===== src/rtl/uopPkg.sv =====
// Micro-op decode types
`default_nettype none

package uopPkg;

	// Plain vector types
	typedef logic [31:0] instrT;        // One instruction word
	typedef logic [4:0]  regAddrT;      // Register file address, top bit selects hidden regs
	typedef logic [2:0]  rzSelT;        // Rz substitution, one bit per address port

	// Hidden temporary register
	localparam regAddrT rzIndex = 5'd16;    // Rz sits just above R15

	// Data-processing opcode for the shift MOV
	localparam logic [3:0] movOpcode = 4'b1101;

	// Bit positions inside rzSelT
	localparam int rzBitWa3 = 2;        // Write port gets Rz
	localparam int rzBitRa2 = 1;        // Second read port gets Rz
	localparam int rzBitRa1 = 0;        // First read port gets Rz

	// Sequencer states
	typedef enum logic {
		seqReady,                       // Idle or pass-through
		seqRsr                          // Second half of an RSR expansion
	} seqStateT;

	// Sequencer to address stage
	typedef struct packed {
		instrT instr;                   // Micro-op encoding
		rzSelT rzSel;                   // Which ports use Rz
		logic  noFlagUpdate;            // Suppress CPSR write
		logic  lastUop;                 // Final micro-op of the instruction
	} seqOutT;

	// Micro-op leaving the decode stage
	typedef struct packed {
		instrT   instr;                 // Micro-op encoding
		regAddrT ra1;                   // Rn
		regAddrT ra2;                   // Rm
		regAddrT ra3;                   // Rs, shift amount
		regAddrT wa3;                   // Rd
		logic    noFlagUpdate;          // Suppress CPSR write
		logic    lastUop;               // Final micro-op of the instruction
	} uopT;

endpackage

`default_nettype wire


===== src/rtl/instrSkidBuffer.sv =====
// Instruction skid buffer
`timescale 1ns/10ps
`default_nettype none

module instrSkidBuffer (
	input  wire logic          clk,
	input  wire logic          reset,
	input  wire logic          inValid,
	output logic               inReady,
	input  wire uopPkg::instrT inInstr,
	output logic               bufValid,
	input  wire logic          bufReady,
	output uopPkg::instrT      bufInstr
);

	logic          mainValid;      // Head entry occupied
	logic          skidValid;      // Overflow entry occupied
	uopPkg::instrT mainInstr;      // Head payload
	uopPkg::instrT skidInstr;      // Overflow payload
	logic          inFire;         // Input handshake
	logic          mainFree;       // Head empties or leaves this cycle
	logic          skidValidNext;

	assign inFire   = inValid & inReady;
	assign mainFree = ~mainValid | bufReady;    // Head gone or never there
	assign bufValid = mainValid;
	assign bufInstr = mainInstr;

	// Skid fills only when head is stuck
	always_comb begin
		if (mainFree) begin
			skidValidNext = 1'b0;               // Skid drains into head
		end else begin
			skidValidNext = skidValid | inFire;
		end
	end

	// Control state
	always_ff @(posedge clk) begin
		if (reset) begin
			mainValid <= 1'b0;
			skidValid <= 1'b0;
			inReady   <= 1'b0;                  // Low through reset
		end else begin
			if (mainFree) begin
				mainValid <= skidValid | inFire;
			end
			skidValid <= skidValidNext;
			inReady   <= ~skidValidNext;        // Registered, no path from bufReady
		end
	end

	// Payload, order kept by draining skid first
	always_ff @(posedge clk) begin
		if (mainFree) begin
			if (skidValid) begin
				mainInstr <= skidInstr;
			end else if (inFire) begin
				mainInstr <= inInstr;
			end
		end else if (inFire) begin
			skidInstr <= inInstr;               // Head stalled, park here
		end
	end

endmodule

`default_nettype wire


===== src/rtl/uopSequencer.sv =====
// Micro-op sequencer FSM
`timescale 1ns/10ps
`default_nettype none

module uopSequencer (
	input  wire logic          clk,
	input  wire logic          reset,
	input  wire logic          bufValid,
	input  wire uopPkg::instrT bufInstr,
	output logic               seqReady,
	output logic               seqValid,
	output uopPkg::seqOutT     seqOut,
	input  wire logic          decReady
);

	uopPkg::seqStateT state;
	uopPkg::seqStateT nextState;
	logic             isRsr;       // Register-shifted register operand
	logic             xfer;        // Micro-op accepted downstream

	// DP class, bit 7 clear, bit 4 set
	assign isRsr = (bufInstr[27:25] == 3'b000) && !bufInstr[7] && bufInstr[4];

	assign seqValid = bufValid;                 // Every buffered word yields a micro-op
	assign xfer     = seqValid & decReady;

	// State only moves on a downstream transfer
	always_ff @(posedge clk) begin
		if (reset) begin
			state <= uopPkg::seqReady;
		end else if (xfer) begin
			state <= nextState;
		end
	end

	// Mealy outputs
	always_comb begin
		nextState           = state;
		seqReady            = 1'b0;             // Hold the instruction by default
		seqOut.instr        = bufInstr;
		seqOut.rzSel        = '0;
		seqOut.noFlagUpdate = ~bufInstr[20];    // Follow S bit
		seqOut.lastUop      = 1'b1;

		case (state)
			uopPkg::seqReady: begin
				if (isRsr) begin
					// MOV Rz, Rm shifted by Rs, flags untouched
					seqOut.instr = {bufInstr[31:25],  // Cond and class
							uopPkg::movOpcode,        // Opcode field
							9'b0,                     // S, Rn and Rd cleared
							bufInstr[11:0]};          // Rs, shift type, Rm
					seqOut.rzSel[uopPkg::rzBitWa3] = 1'b1;  // Write lands in Rz
					seqOut.noFlagUpdate = 1'b1;
					seqOut.lastUop      = 1'b0;
					nextState           = uopPkg::seqRsr;
					// Instruction stays in buffer for second half
				end else begin
					seqReady = decReady;        // Single micro-op, consume now
				end
			end
			uopPkg::seqRsr: begin
				// Original op with Rz as plain operand
				seqOut.instr = {bufInstr[31:12], 12'b0};
				seqOut.rzSel[uopPkg::rzBitRa2] = 1'b1;  // Rm port reads Rz
				seqReady  = decReady;           // Expansion done, release buffer
				nextState = uopPkg::seqReady;
			end
			default: begin
				nextState = uopPkg::seqReady;
			end
		endcase
	end

endmodule

`default_nettype wire


===== src/rtl/regAddrDecode.sv =====
// Register address stage
`timescale 1ns/10ps
`default_nettype none

module regAddrDecode (
	input  wire logic           clk,
	input  wire logic           reset,
	input  wire logic           seqValid,
	input  wire uopPkg::seqOutT seqOut,
	output logic                decReady,
	output logic                outValid,
	input  wire logic           outReady,
	output uopPkg::uopT         outUop
);

	uopPkg::uopT nextUop;      // Decoded micro-op before the register
	logic [3:0]  rn;
	logic [3:0]  rd;
	logic [3:0]  rs;
	logic [3:0]  rm;

	// Widens a 4-bit field to an address or swaps in Rz
	function automatic uopPkg::regAddrT toAddr(input logic [3:0] field, input logic useRz);
		uopPkg::regAddrT addr;
		if (useRz) begin
			addr = uopPkg::rzIndex;
		end else begin
			addr = {1'b0, field};               // Architectural registers only
		end
		return addr;
	endfunction

	// Register fields
	assign rn = seqOut.instr[19:16];
	assign rd = seqOut.instr[15:12];
	assign rs = seqOut.instr[11:8];
	assign rm = seqOut.instr[3:0];

	always_comb begin
		nextUop.instr        = seqOut.instr;
		nextUop.ra1          = toAddr(rn, seqOut.rzSel[uopPkg::rzBitRa1]);
		nextUop.ra2          = toAddr(rm, seqOut.rzSel[uopPkg::rzBitRa2]);
		nextUop.ra3          = {1'b0, rs};         // Shift amount never from Rz
		nextUop.wa3          = toAddr(rd, seqOut.rzSel[uopPkg::rzBitWa3]);
		nextUop.noFlagUpdate = seqOut.noFlagUpdate;
		nextUop.lastUop      = seqOut.lastUop;
	end

	// Accept when empty or draining
	assign decReady = ~outValid | outReady;

	always_ff @(posedge clk) begin
		if (reset) begin
			outValid <= 1'b0;
		end else if (decReady) begin
			outValid <= seqValid;
		end
	end

	// Payload held while stalled
	always_ff @(posedge clk) begin
		if (decReady && seqValid) begin
			outUop <= nextUop;
		end
	end

endmodule

`default_nettype wire


===== src/rtl/uopDecodeStage.sv =====
// Micro-op decode stage top
`timescale 1ns/10ps
`default_nettype none

module uopDecodeStage (
	input  wire logic          clk,
	input  wire logic          reset,
	input  wire logic          inValid,
	output logic               inReady,
	input  wire uopPkg::instrT inInstr,
	output logic               outValid,
	input  wire logic          outReady,
	output uopPkg::uopT        outUop
);

	// Buffer to sequencer
	logic           bufValid;
	logic           seqReady;
	uopPkg::instrT  bufInstr;

	// Sequencer to address stage
	logic           seqValid;
	logic           decReady;
	uopPkg::seqOutT seqOut;

	// Registers the incoming stream, one cycle
	instrSkidBuffer buffer (
		.clk      (clk),
		.reset    (reset),
		.inValid  (inValid),
		.inReady  (inReady),
		.inInstr  (inInstr),
		.bufValid (bufValid),
		.bufReady (seqReady),
		.bufInstr (bufInstr)
	);

	// Splits RSR instructions, zero latency
	uopSequencer sequencer (
		.clk      (clk),
		.reset    (reset),
		.bufValid (bufValid),
		.bufInstr (bufInstr),
		.seqReady (seqReady),
		.seqValid (seqValid),
		.seqOut   (seqOut),
		.decReady (decReady)
	);

	// Address build and output register
	regAddrDecode addrStage (
		.clk      (clk),
		.reset    (reset),
		.seqValid (seqValid),
		.seqOut   (seqOut),
		.decReady (decReady),
		.outValid (outValid),
		.outReady (outReady),
		.outUop   (outUop)
	);

endmodule

`default_nettype wire


===== config.mk =====
export PLATFORM = sky130hd
export DESIGN_NAME = uopDecodeStage
export DESIGN_NICKNAME = d
export VERILOG_FILES = /design/src/rtl/uopPkg.sv /design/src/rtl/instrSkidBuffer.sv /design/src/rtl/uopSequencer.sv /design/src/rtl/regAddrDecode.sv /design/src/rtl/uopDecodeStage.sv
export SDC_FILE = /design/constraint.sdc
export NUM_CORES = 1
export LEC_CHECK = 0
export BUFFER_PORTS_ARGS = -buffer_cell sky130_fd_sc_hd__buf_4
export CAP_MARGIN = 10
export CORE_AREA = 2 2 106 108
export CTS_BUF_LIST = sky130_fd_sc_hd__clkbuf_16
export DETAILED_ROUTE_END_ITERATION = 8
export DIE_AREA = 0 0 108 110
export PLACE_DENSITY = 0.63
export SYNTH_ARGS = -nofsm -noshare
export SYNTH_HDL_FRONTEND = slang
export SYNTH_SLANG_ARGS = --single-unit

===== constraint.sdc =====
create_clock -name clk -period 4 [get_ports clk]
set_input_delay 0.6 -clock clk [delete_from_list [all_inputs] [get_ports clk]]
set_output_delay 0.6 -clock clk [all_outputs]
set_load 0.01 [all_outputs]

==> results by group, run 1 <==
Floorplan
  – Row cnt: 38
  – Initial core utilization: 39.22%
  – Chip height: 110 um
  – Top Ports: 92
  – Die W: 108 um
  – Core area: 10,700 um^2
  – Die Area: 11,880 um^2

Clock tree
  – Root buf cell: clkbuf_16
  – Reg clk slew, reported paths: 0.05 ns
  – Hold buffer count at cts: 0
  – # resized after CTS: 0
  – CTS tree: yes
  – TritonCTS buffer count: 17
  – CTS max path bufs: 2
  – Clock sink total: 113
  – Worst-Skew Late Latency: 0.40 ns
  – Post-CTS Setup Bufs: 0
  – Htree depth: 4

STA
  – Final min period: 2.452 ns
  – RSZ-0062 raised after global routing: no
  – Max-Slew Margin vs Limit: 37.93%
  – Slew @ Worst Pin: 0.9288 ns
  – Final TNS setup: 0 ns
  – Finish-stage setup viols: 0
  – Fmax: 0.4079 GHz
  – Tcrit/Tclk final: 61.30%
  – Max-slew violations: 0
  – Setup Skew: 0.009357 ns
  – Final hold vios: 0

Detailed routing
  – Vias/cell: 4.388
  – Total number of vias: 2,036
  – 1st-iter DRT viols: 55
  – DRC: 0
  – Drt wl/cell: 14.46 um
  – Routed WL: 6711 um
  – ANT nets after route: 0
  – Router iterations before antenna repair: 4

Synthesis
  – Avg Inst Size Synth: 19.33 um^2
  – Post-synthesis mux area share: 8.589%
  – Largest family of logic cells by synthesized area: multiplexers
  – Synth Area in Compound Gates: 1.342%
  – YS warnings: 0
  – Cell Area, Synth: 4195 um^2
  – Register area share after synthesis: 79.69%
  – Post-synthesis adder-cell area fraction: 0%
  – Simple-gate share of the synthesized area: 7.247%
  – Synth Area in XOR/XNOR: 0%
  – Unique masters post-synth: 26
  – Yosys reg bits: 113
  – Cells after Synth: 217

Outcome
  – Status: finished, final reports clean

Place
  – Routability cong.: 0.6531
  – Post-DP HPWL: 4395 um
  – Placed inst area: 4964 um^2
  – Port bufs: 89

Setup path
  – Worst-path fanout max: 33
  – Crit Path Category: register to register
  – Worst EP arrival: 2.52 ns
  – Critical Path Start Type: register
  – Cell chain of the critical path: a21oi_1 > a311oi_4 > buf_4
  – CP Capture Type: register
  – Top Family by Delay on Critical Path: compound AO/OA/AOI/OAI gates
  – WP buf/inv: 1
  – Slowest-stage cell, CP: dfxtp_2
  – WP data required: 4.07 ns
  – Slowest stage delay, CP: 0.84 ns

Layout
  – Synth-to-Final Area Change: 33.64%
  – Layout Nets: 347
  – Layout cells sized above 1: 50.62%
  – Post-route cell area: 5607 um^2
  – # diodes: 0

GRT
  – Total GRT Usage: 12.19%
  – Initial antenna violation count: 0
  – First-pass GRT wire length: 10,210 um
  – GR Overflow Total: 0
  – Pin count of the biggest net entering global routing: 45
  – Vias in the first global route: 2,013

Power
  – Leak: 2.056 nW
  – PwrDens: 539.0 nW/um^2
  – Max IR drop VDD: 0.3574 mV

Job
  – Number of max-cap violations: 0

Worst hold path
  – Worst hold path type: primary input to register
placed cells by master, fill, tap and decap left out:
cell,n
nor2b_2,1
nand2_2,1
bufinv_16,5
nor2_4,2
conb_1,2
o21ai_0,1
nand2_1,2
a21oi_1,4
inv_1,3
nor2b_1,16
nand4_1,1
clkinvlp_4,2
buf_12,1
clkinv_1,5
edfxtp_1,108
and3b_1,1
a311oi_4,1
o21ba_1,1
nor3_2,1
clkinv_2,2
mux2_2,32
nor4_4,1
nand2b_1,4
and2_1,8
dfxtp_2,1
clkbuf_16,17
a31oi_2,1
buf_4,90
dfxtp_1,4
and2_4,6
metrics by stage:
step / hold WS (ns) / utilization (%) / cells / setup slack, ns / power (W)
floorplan: 0.4003 / - / 218 / 0.1991 / 0.001421
global placement: 0.4018 / 46.40 / 431 / 1.498 / 0.001483
detailed placement: 0.4066 / 46.40 / 431 / 1.475 / 0.001485
CTS: 0.3741 / 52.22 / 463 / 1.466 / 0.003051
global route: 0.3675 / 52.41 / 464 / 1.317 / 0.003123
finish: 0.3893 / 52.41 / 464 / 1.548 / 0.003022
cell families (layout without fill, tap and decap cells):
group | Yosys count | in the layout
AOI/OAI and AO/OA | 8 | 8
buffers and inverters | 19 | 125
DFF | 113 | 113
muxes | 32 | 32
other | 1 | 2
and+or+nand+nor | 44 | 44
worst paths after layout:
kind,startpoint,end,slack (ns),cells past startpoint
max reg2reg,buffer.skidValid,buffer.bufInstr[17],1.55,3
max,buffer.skidValid,buffer.bufInstr[17],1.55,3
min reg2reg,buffer.bufInstr[30],addrStage.outUop[52],0.42,0
min,inInstr[20],buffer.skidInstr[20],0.39,1
cell type report:
| type | instances | area, um^2 |
|---|---|---|
| fill | 864 | 5091 |
| sequential | 113 | 3344 |
| multi-input combinational | 86 | 760.7 |
| timing repair buffer | 91 | 695.7 |
| clock buffer | 17 | 425.4 |
| clock inverter | 15 | 197.7 |
| tap | 140 | 175.2 |
| inverter | 2 | 7.507 |
where the power goes:
group	internal, W	switching (W)
logic	0.0000657	0.0000520
clock network	0.00109	0.000474
registers	0.00133	0.0000113
total	0.00248	0.000537
cells in the mapped netlist:
cell type	instances	area share, %
a21oi_1	4	0.48
a311oi_1	1	0.21
a31oi_2	1	0.30
and2_1	8	1.2
and2_4	6	1.3
and3b_1	1	0.21
buf_2	3	0.36
buf_4	10	1.8
buf_6	2	0.54
clkbuf_1	2	0.18
conb_1	1	0.089
dfxtp_1	5	2.4
edfxtp_1	108	77
inv_1	2	0.18
mux2_2	32	8.6
nand2_1	2	0.18
nand2_2	1	0.15
nand2b_1	4	0.60
nand4_1	1	0.15
nor2_1	2	0.18
nor2b_1	16	2.4
nor2b_2	1	0.21
nor3_2	1	0.24
nor4_4	1	0.51
o21ai_0	1	0.12
o21ba_1	1	0.24
sequential cells by signal, indices dropped and copies added, names as in the netlist:
| name | flops |
|---|---|
| buffer.bufInstr | 32 |
| addrStage.outValid | 1 |
| addrStage.outUop | 44 |
| buffer.skidInstr | 32 |
| buffer.bufValid | 1 |
| sequencer.state | 1 |
| buffer.inReady | 1 |
| buffer.skidValid | 1 |
metal layers:
metal	track usage (%)	up-vias	share of wire (%)	routed length, um
met4	7.418	0	1.5	103
met2	20.89	54	54	3609
met5	0	-	0	0
met3	3.351	8	3.9	265
li1	-	995	-	-
met1	13.59	979	41	2733
Power figures use the tool's default switching activity.
==> run 2: changes to the inputs <==
- clock period: 4 -> 2 ns (I/O delays scaled with it)
==> run 2 against run 1 <==
  * Maximum frequency grew 32%
  * Combinational power grew 110%
  * Highest routed layer unchanged
  * Clock power grew 81%
  * Design area is the same
  * Sequential cell count is the same
  * Critical endpoint is now buffer.skidInstr[27]
  * Power grew 90%
==> results by group, run 2 (synthesis gave the netlist of run 1 again) <==
Layout
  – Synth-to-Final Area Change: 33.64% (unchanged)
  – Layout Nets: 355 (was 347)
  – # diodes: 0 (unchanged)
  – Most frequent cells in the layout: 108 x edfxtp_1, 98 x buf_4, 32 x mux2_2, 17 x clkbuf_16, 16 x nor2b_1 (was 108 x edfxtp_1, 90 x buf_4, 32 x mux2_2, 17 x clkbuf_16, 16 x nor2b_1)
  – Layout cells sized above 1: 50.60% (was 50.62%)
  – Commonest non-fill, non-tap cell in the layout: edfxtp_1 (unchanged)
  – Max FFs per register: 44 (unchanged)
  – Largest Register: addrStage.outUop (unchanged)

Place
  – Routability cong.: 0.6819 (was 0.6531)
  – Port bufs: 89 (unchanged)
  – Post-DP HPWL: 4653 um (was 4395 um)

Setup path
  – CP Capture Type: register (unchanged)
  – Cell chain of the critical path: nor4_4 > a31oi_2 > nor2_4 > buf_4 (was a21oi_1 > a311oi_4 > buf_4)
  – Worst EP arrival: 1.93 ns (was 2.52 ns)
  – Reg-to-Reg Start: buffer.bufInstr[7] (was buffer.skidValid)
  – Critical Path Start Type: register (unchanged)
  – Worst-path fanout max: 20 (was 33)
  – WP data required: 2.08 ns (was 4.07 ns)
  – Crit Path Category: register to register (unchanged)
  – Slowest-stage cell, CP: nor4_4 (was dfxtp_2)
  – Slowest stage delay, CP: 0.46 ns (was 0.84 ns)
  – Reg2reg path depth: 4 (was 3)
  – Worst Setup SP: buffer.bufInstr[7] (was buffer.skidValid)

Power
  – Leak: 2.091 nW (was 2.056 nW)
  – Max IR drop VDD: 0.5502 mV (was 0.3574 mV)
  – Int Power: 0.004702 W (was 0.002485 W)
  – Comb power frac: 4.2% (was 3.9%)
  – Switching share of power: 18.23% (was 17.77%)
  – Sequential power share: 46.7% (was 44.5%)
  – Sw Pwr: 0.001048 W (was 0.0005371 W)
  – PwrDens: 1026 nW/um^2 (was 539.0 nW/um^2)
  – Clock power frac: 49.1% (was 51.6%)
  – Pwr Total: 0.005750 W (was 0.003022 W)

STA
  – Fmax: 0.5393 GHz (was 0.4079 GHz)
  – Setup Skew: 0.009523 ns (was 0.009357 ns)
  – Final min period: 1.854 ns (was 2.452 ns)
  – Final TNS setup: 0 ns (unchanged)
  – Tcrit/Tclk final: 92.71% (was 61.30%)
  – Finish-stage setup viols: 0 (unchanged)
  – RSZ-0062 raised after global routing: no (unchanged)
  – Max-slew violations: 0 (unchanged)
  – Slew @ Worst Pin: 0.7064 ns (was 0.9288 ns)
  – Max-Slew Margin vs Limit: 52.91% (was 37.93%)
  – Final hold vios: 0 (unchanged)

Clock tree
  – CTS tree: yes (unchanged)
  – Hold buffer count at cts: 0 (unchanged)
  – Post-CTS Setup Bufs: 0 (unchanged)
  – CTS max path bufs: 2 (unchanged)
  – Reg clk slew, reported paths: 0.05 ns (about the same)
  – Worst-Skew Late Latency: 0.40 ns (about the same)
  – Htree depth: 4 (unchanged)
  – Clock sink total: 113 (unchanged)
  – # resized after CTS: 0 (unchanged)
  – Root buf cell: clkbuf_16 (unchanged)
  – TritonCTS buffer count: 17 (unchanged)

Floorplan
  – Row cnt: 38 (unchanged)
  – Top Ports: 92 (unchanged)
  – Die W: 108 um (unchanged)
  – Core area: 10,700 um^2 (unchanged)
  – Chip height: 110 um (unchanged)
  – Initial core utilization: 39.22% (unchanged)
  – Die Area: 11,880 um^2 (unchanged)

Worst hold path
  – Hold Crit Depth: 1 (unchanged)
  – Worst hold path type: primary input to register (unchanged)
  – Worst hold start: inInstr[20] (unchanged)

Detailed routing
  – Total number of vias: 2,084 (was 2,036)
  – Routed WL: 6747 um (was 6711 um)
  – 1st-iter DRT viols: 89 (was 55)
  – ANT nets after route: 0 (unchanged)
  – Router iterations before antenna repair: 4 (unchanged)
  – DRC: 0 (unchanged)
  – Drt wl/cell: 14.29 um (was 14.46 um)
  – Vias/cell: 4.415 (was 4.388)

GRT
  – GR Overflow Total: 0 (unchanged)
  – Vias in the first global route: 2,069 (was 2,013)
  – Initial antenna violation count: 0 (unchanged)
  – Pin count of the biggest net entering global routing: 40 (was 45)
  – First-pass GRT wire length: 10,450 um (was 10,210 um)
  – Total GRT Usage: 12.49% (was 12.19%)

Outcome
  – Status: finished, final reports clean (unchanged)

Job
  – Number of max-cap violations: 0 (unchanged)
-- run 2: worst max-delay path: cells and delay by family (launching register included) --
family / cells / cell delay [ns]
flops: 1 / 0.41
simple gates: 2 / 0.61
compound gates: 1 / 0.22
buf+inv: 1 / 0.28
-- run 2: path summary, 6_finish.rpt --
check	to	slack, ns
setup / recovery	buffer.skidInstr[27]	0.15
hold reg to reg	addrStage.outUop[53]	0.41
hold / removal	buffer.skidInstr[20]	0.09
setup reg to reg	buffer.skidInstr[27]	0.15
-- run 2: per-layer routing --
metal	track usage [%]	wire [um]
met5	0	0
met4	6.319	115
met3	4.762	368
met2	20.31	3535
met1	14.56	2728
-- run 2: per-stage QoR --
step                worst slack [ns]  hold WS [ns]  instances  area [um^2]  util (%)
floorplan                    0.01728        0.3691        218         4233         -
global placement              0.1443        0.4046        440         5044     47.15
detailed placement            0.1206        0.4197        440         5044     47.15
CTS                           0.1130       0.07113        472         5607     52.41
global route                 0.03548       0.06441        472         5607     52.41
finish                        0.1458       0.08616        472         5607     52.41
-- run 2: final cells by class --
| type | count | area [um^2] |
|---|---|---|
| fill | 858 | 5091 |
| sequential | 113 | 3344 |
| multi-input combinational | 86 | 760.7 |
| timing repair buffer | 99 | 755.7 |
| clock buffer | 17 | 425.4 |
| tap | 140 | 175.2 |
| clock inverter | 15 | 137.6 |
| inverter | 2 | 7.507 |
-- run 2: power by group through the flow --
stage,combinational [W],clock [W],sequential [W]
detailed placement,0.000248,0,0.00273
finish,0.000243,0.00282,0.00269
global placement,0.000244,0,0.00273
floorplan,0.000100,0,0.00274
global route,0.000268,0.00298,0.00269
CTS,0.000249,0.00288,0.00269
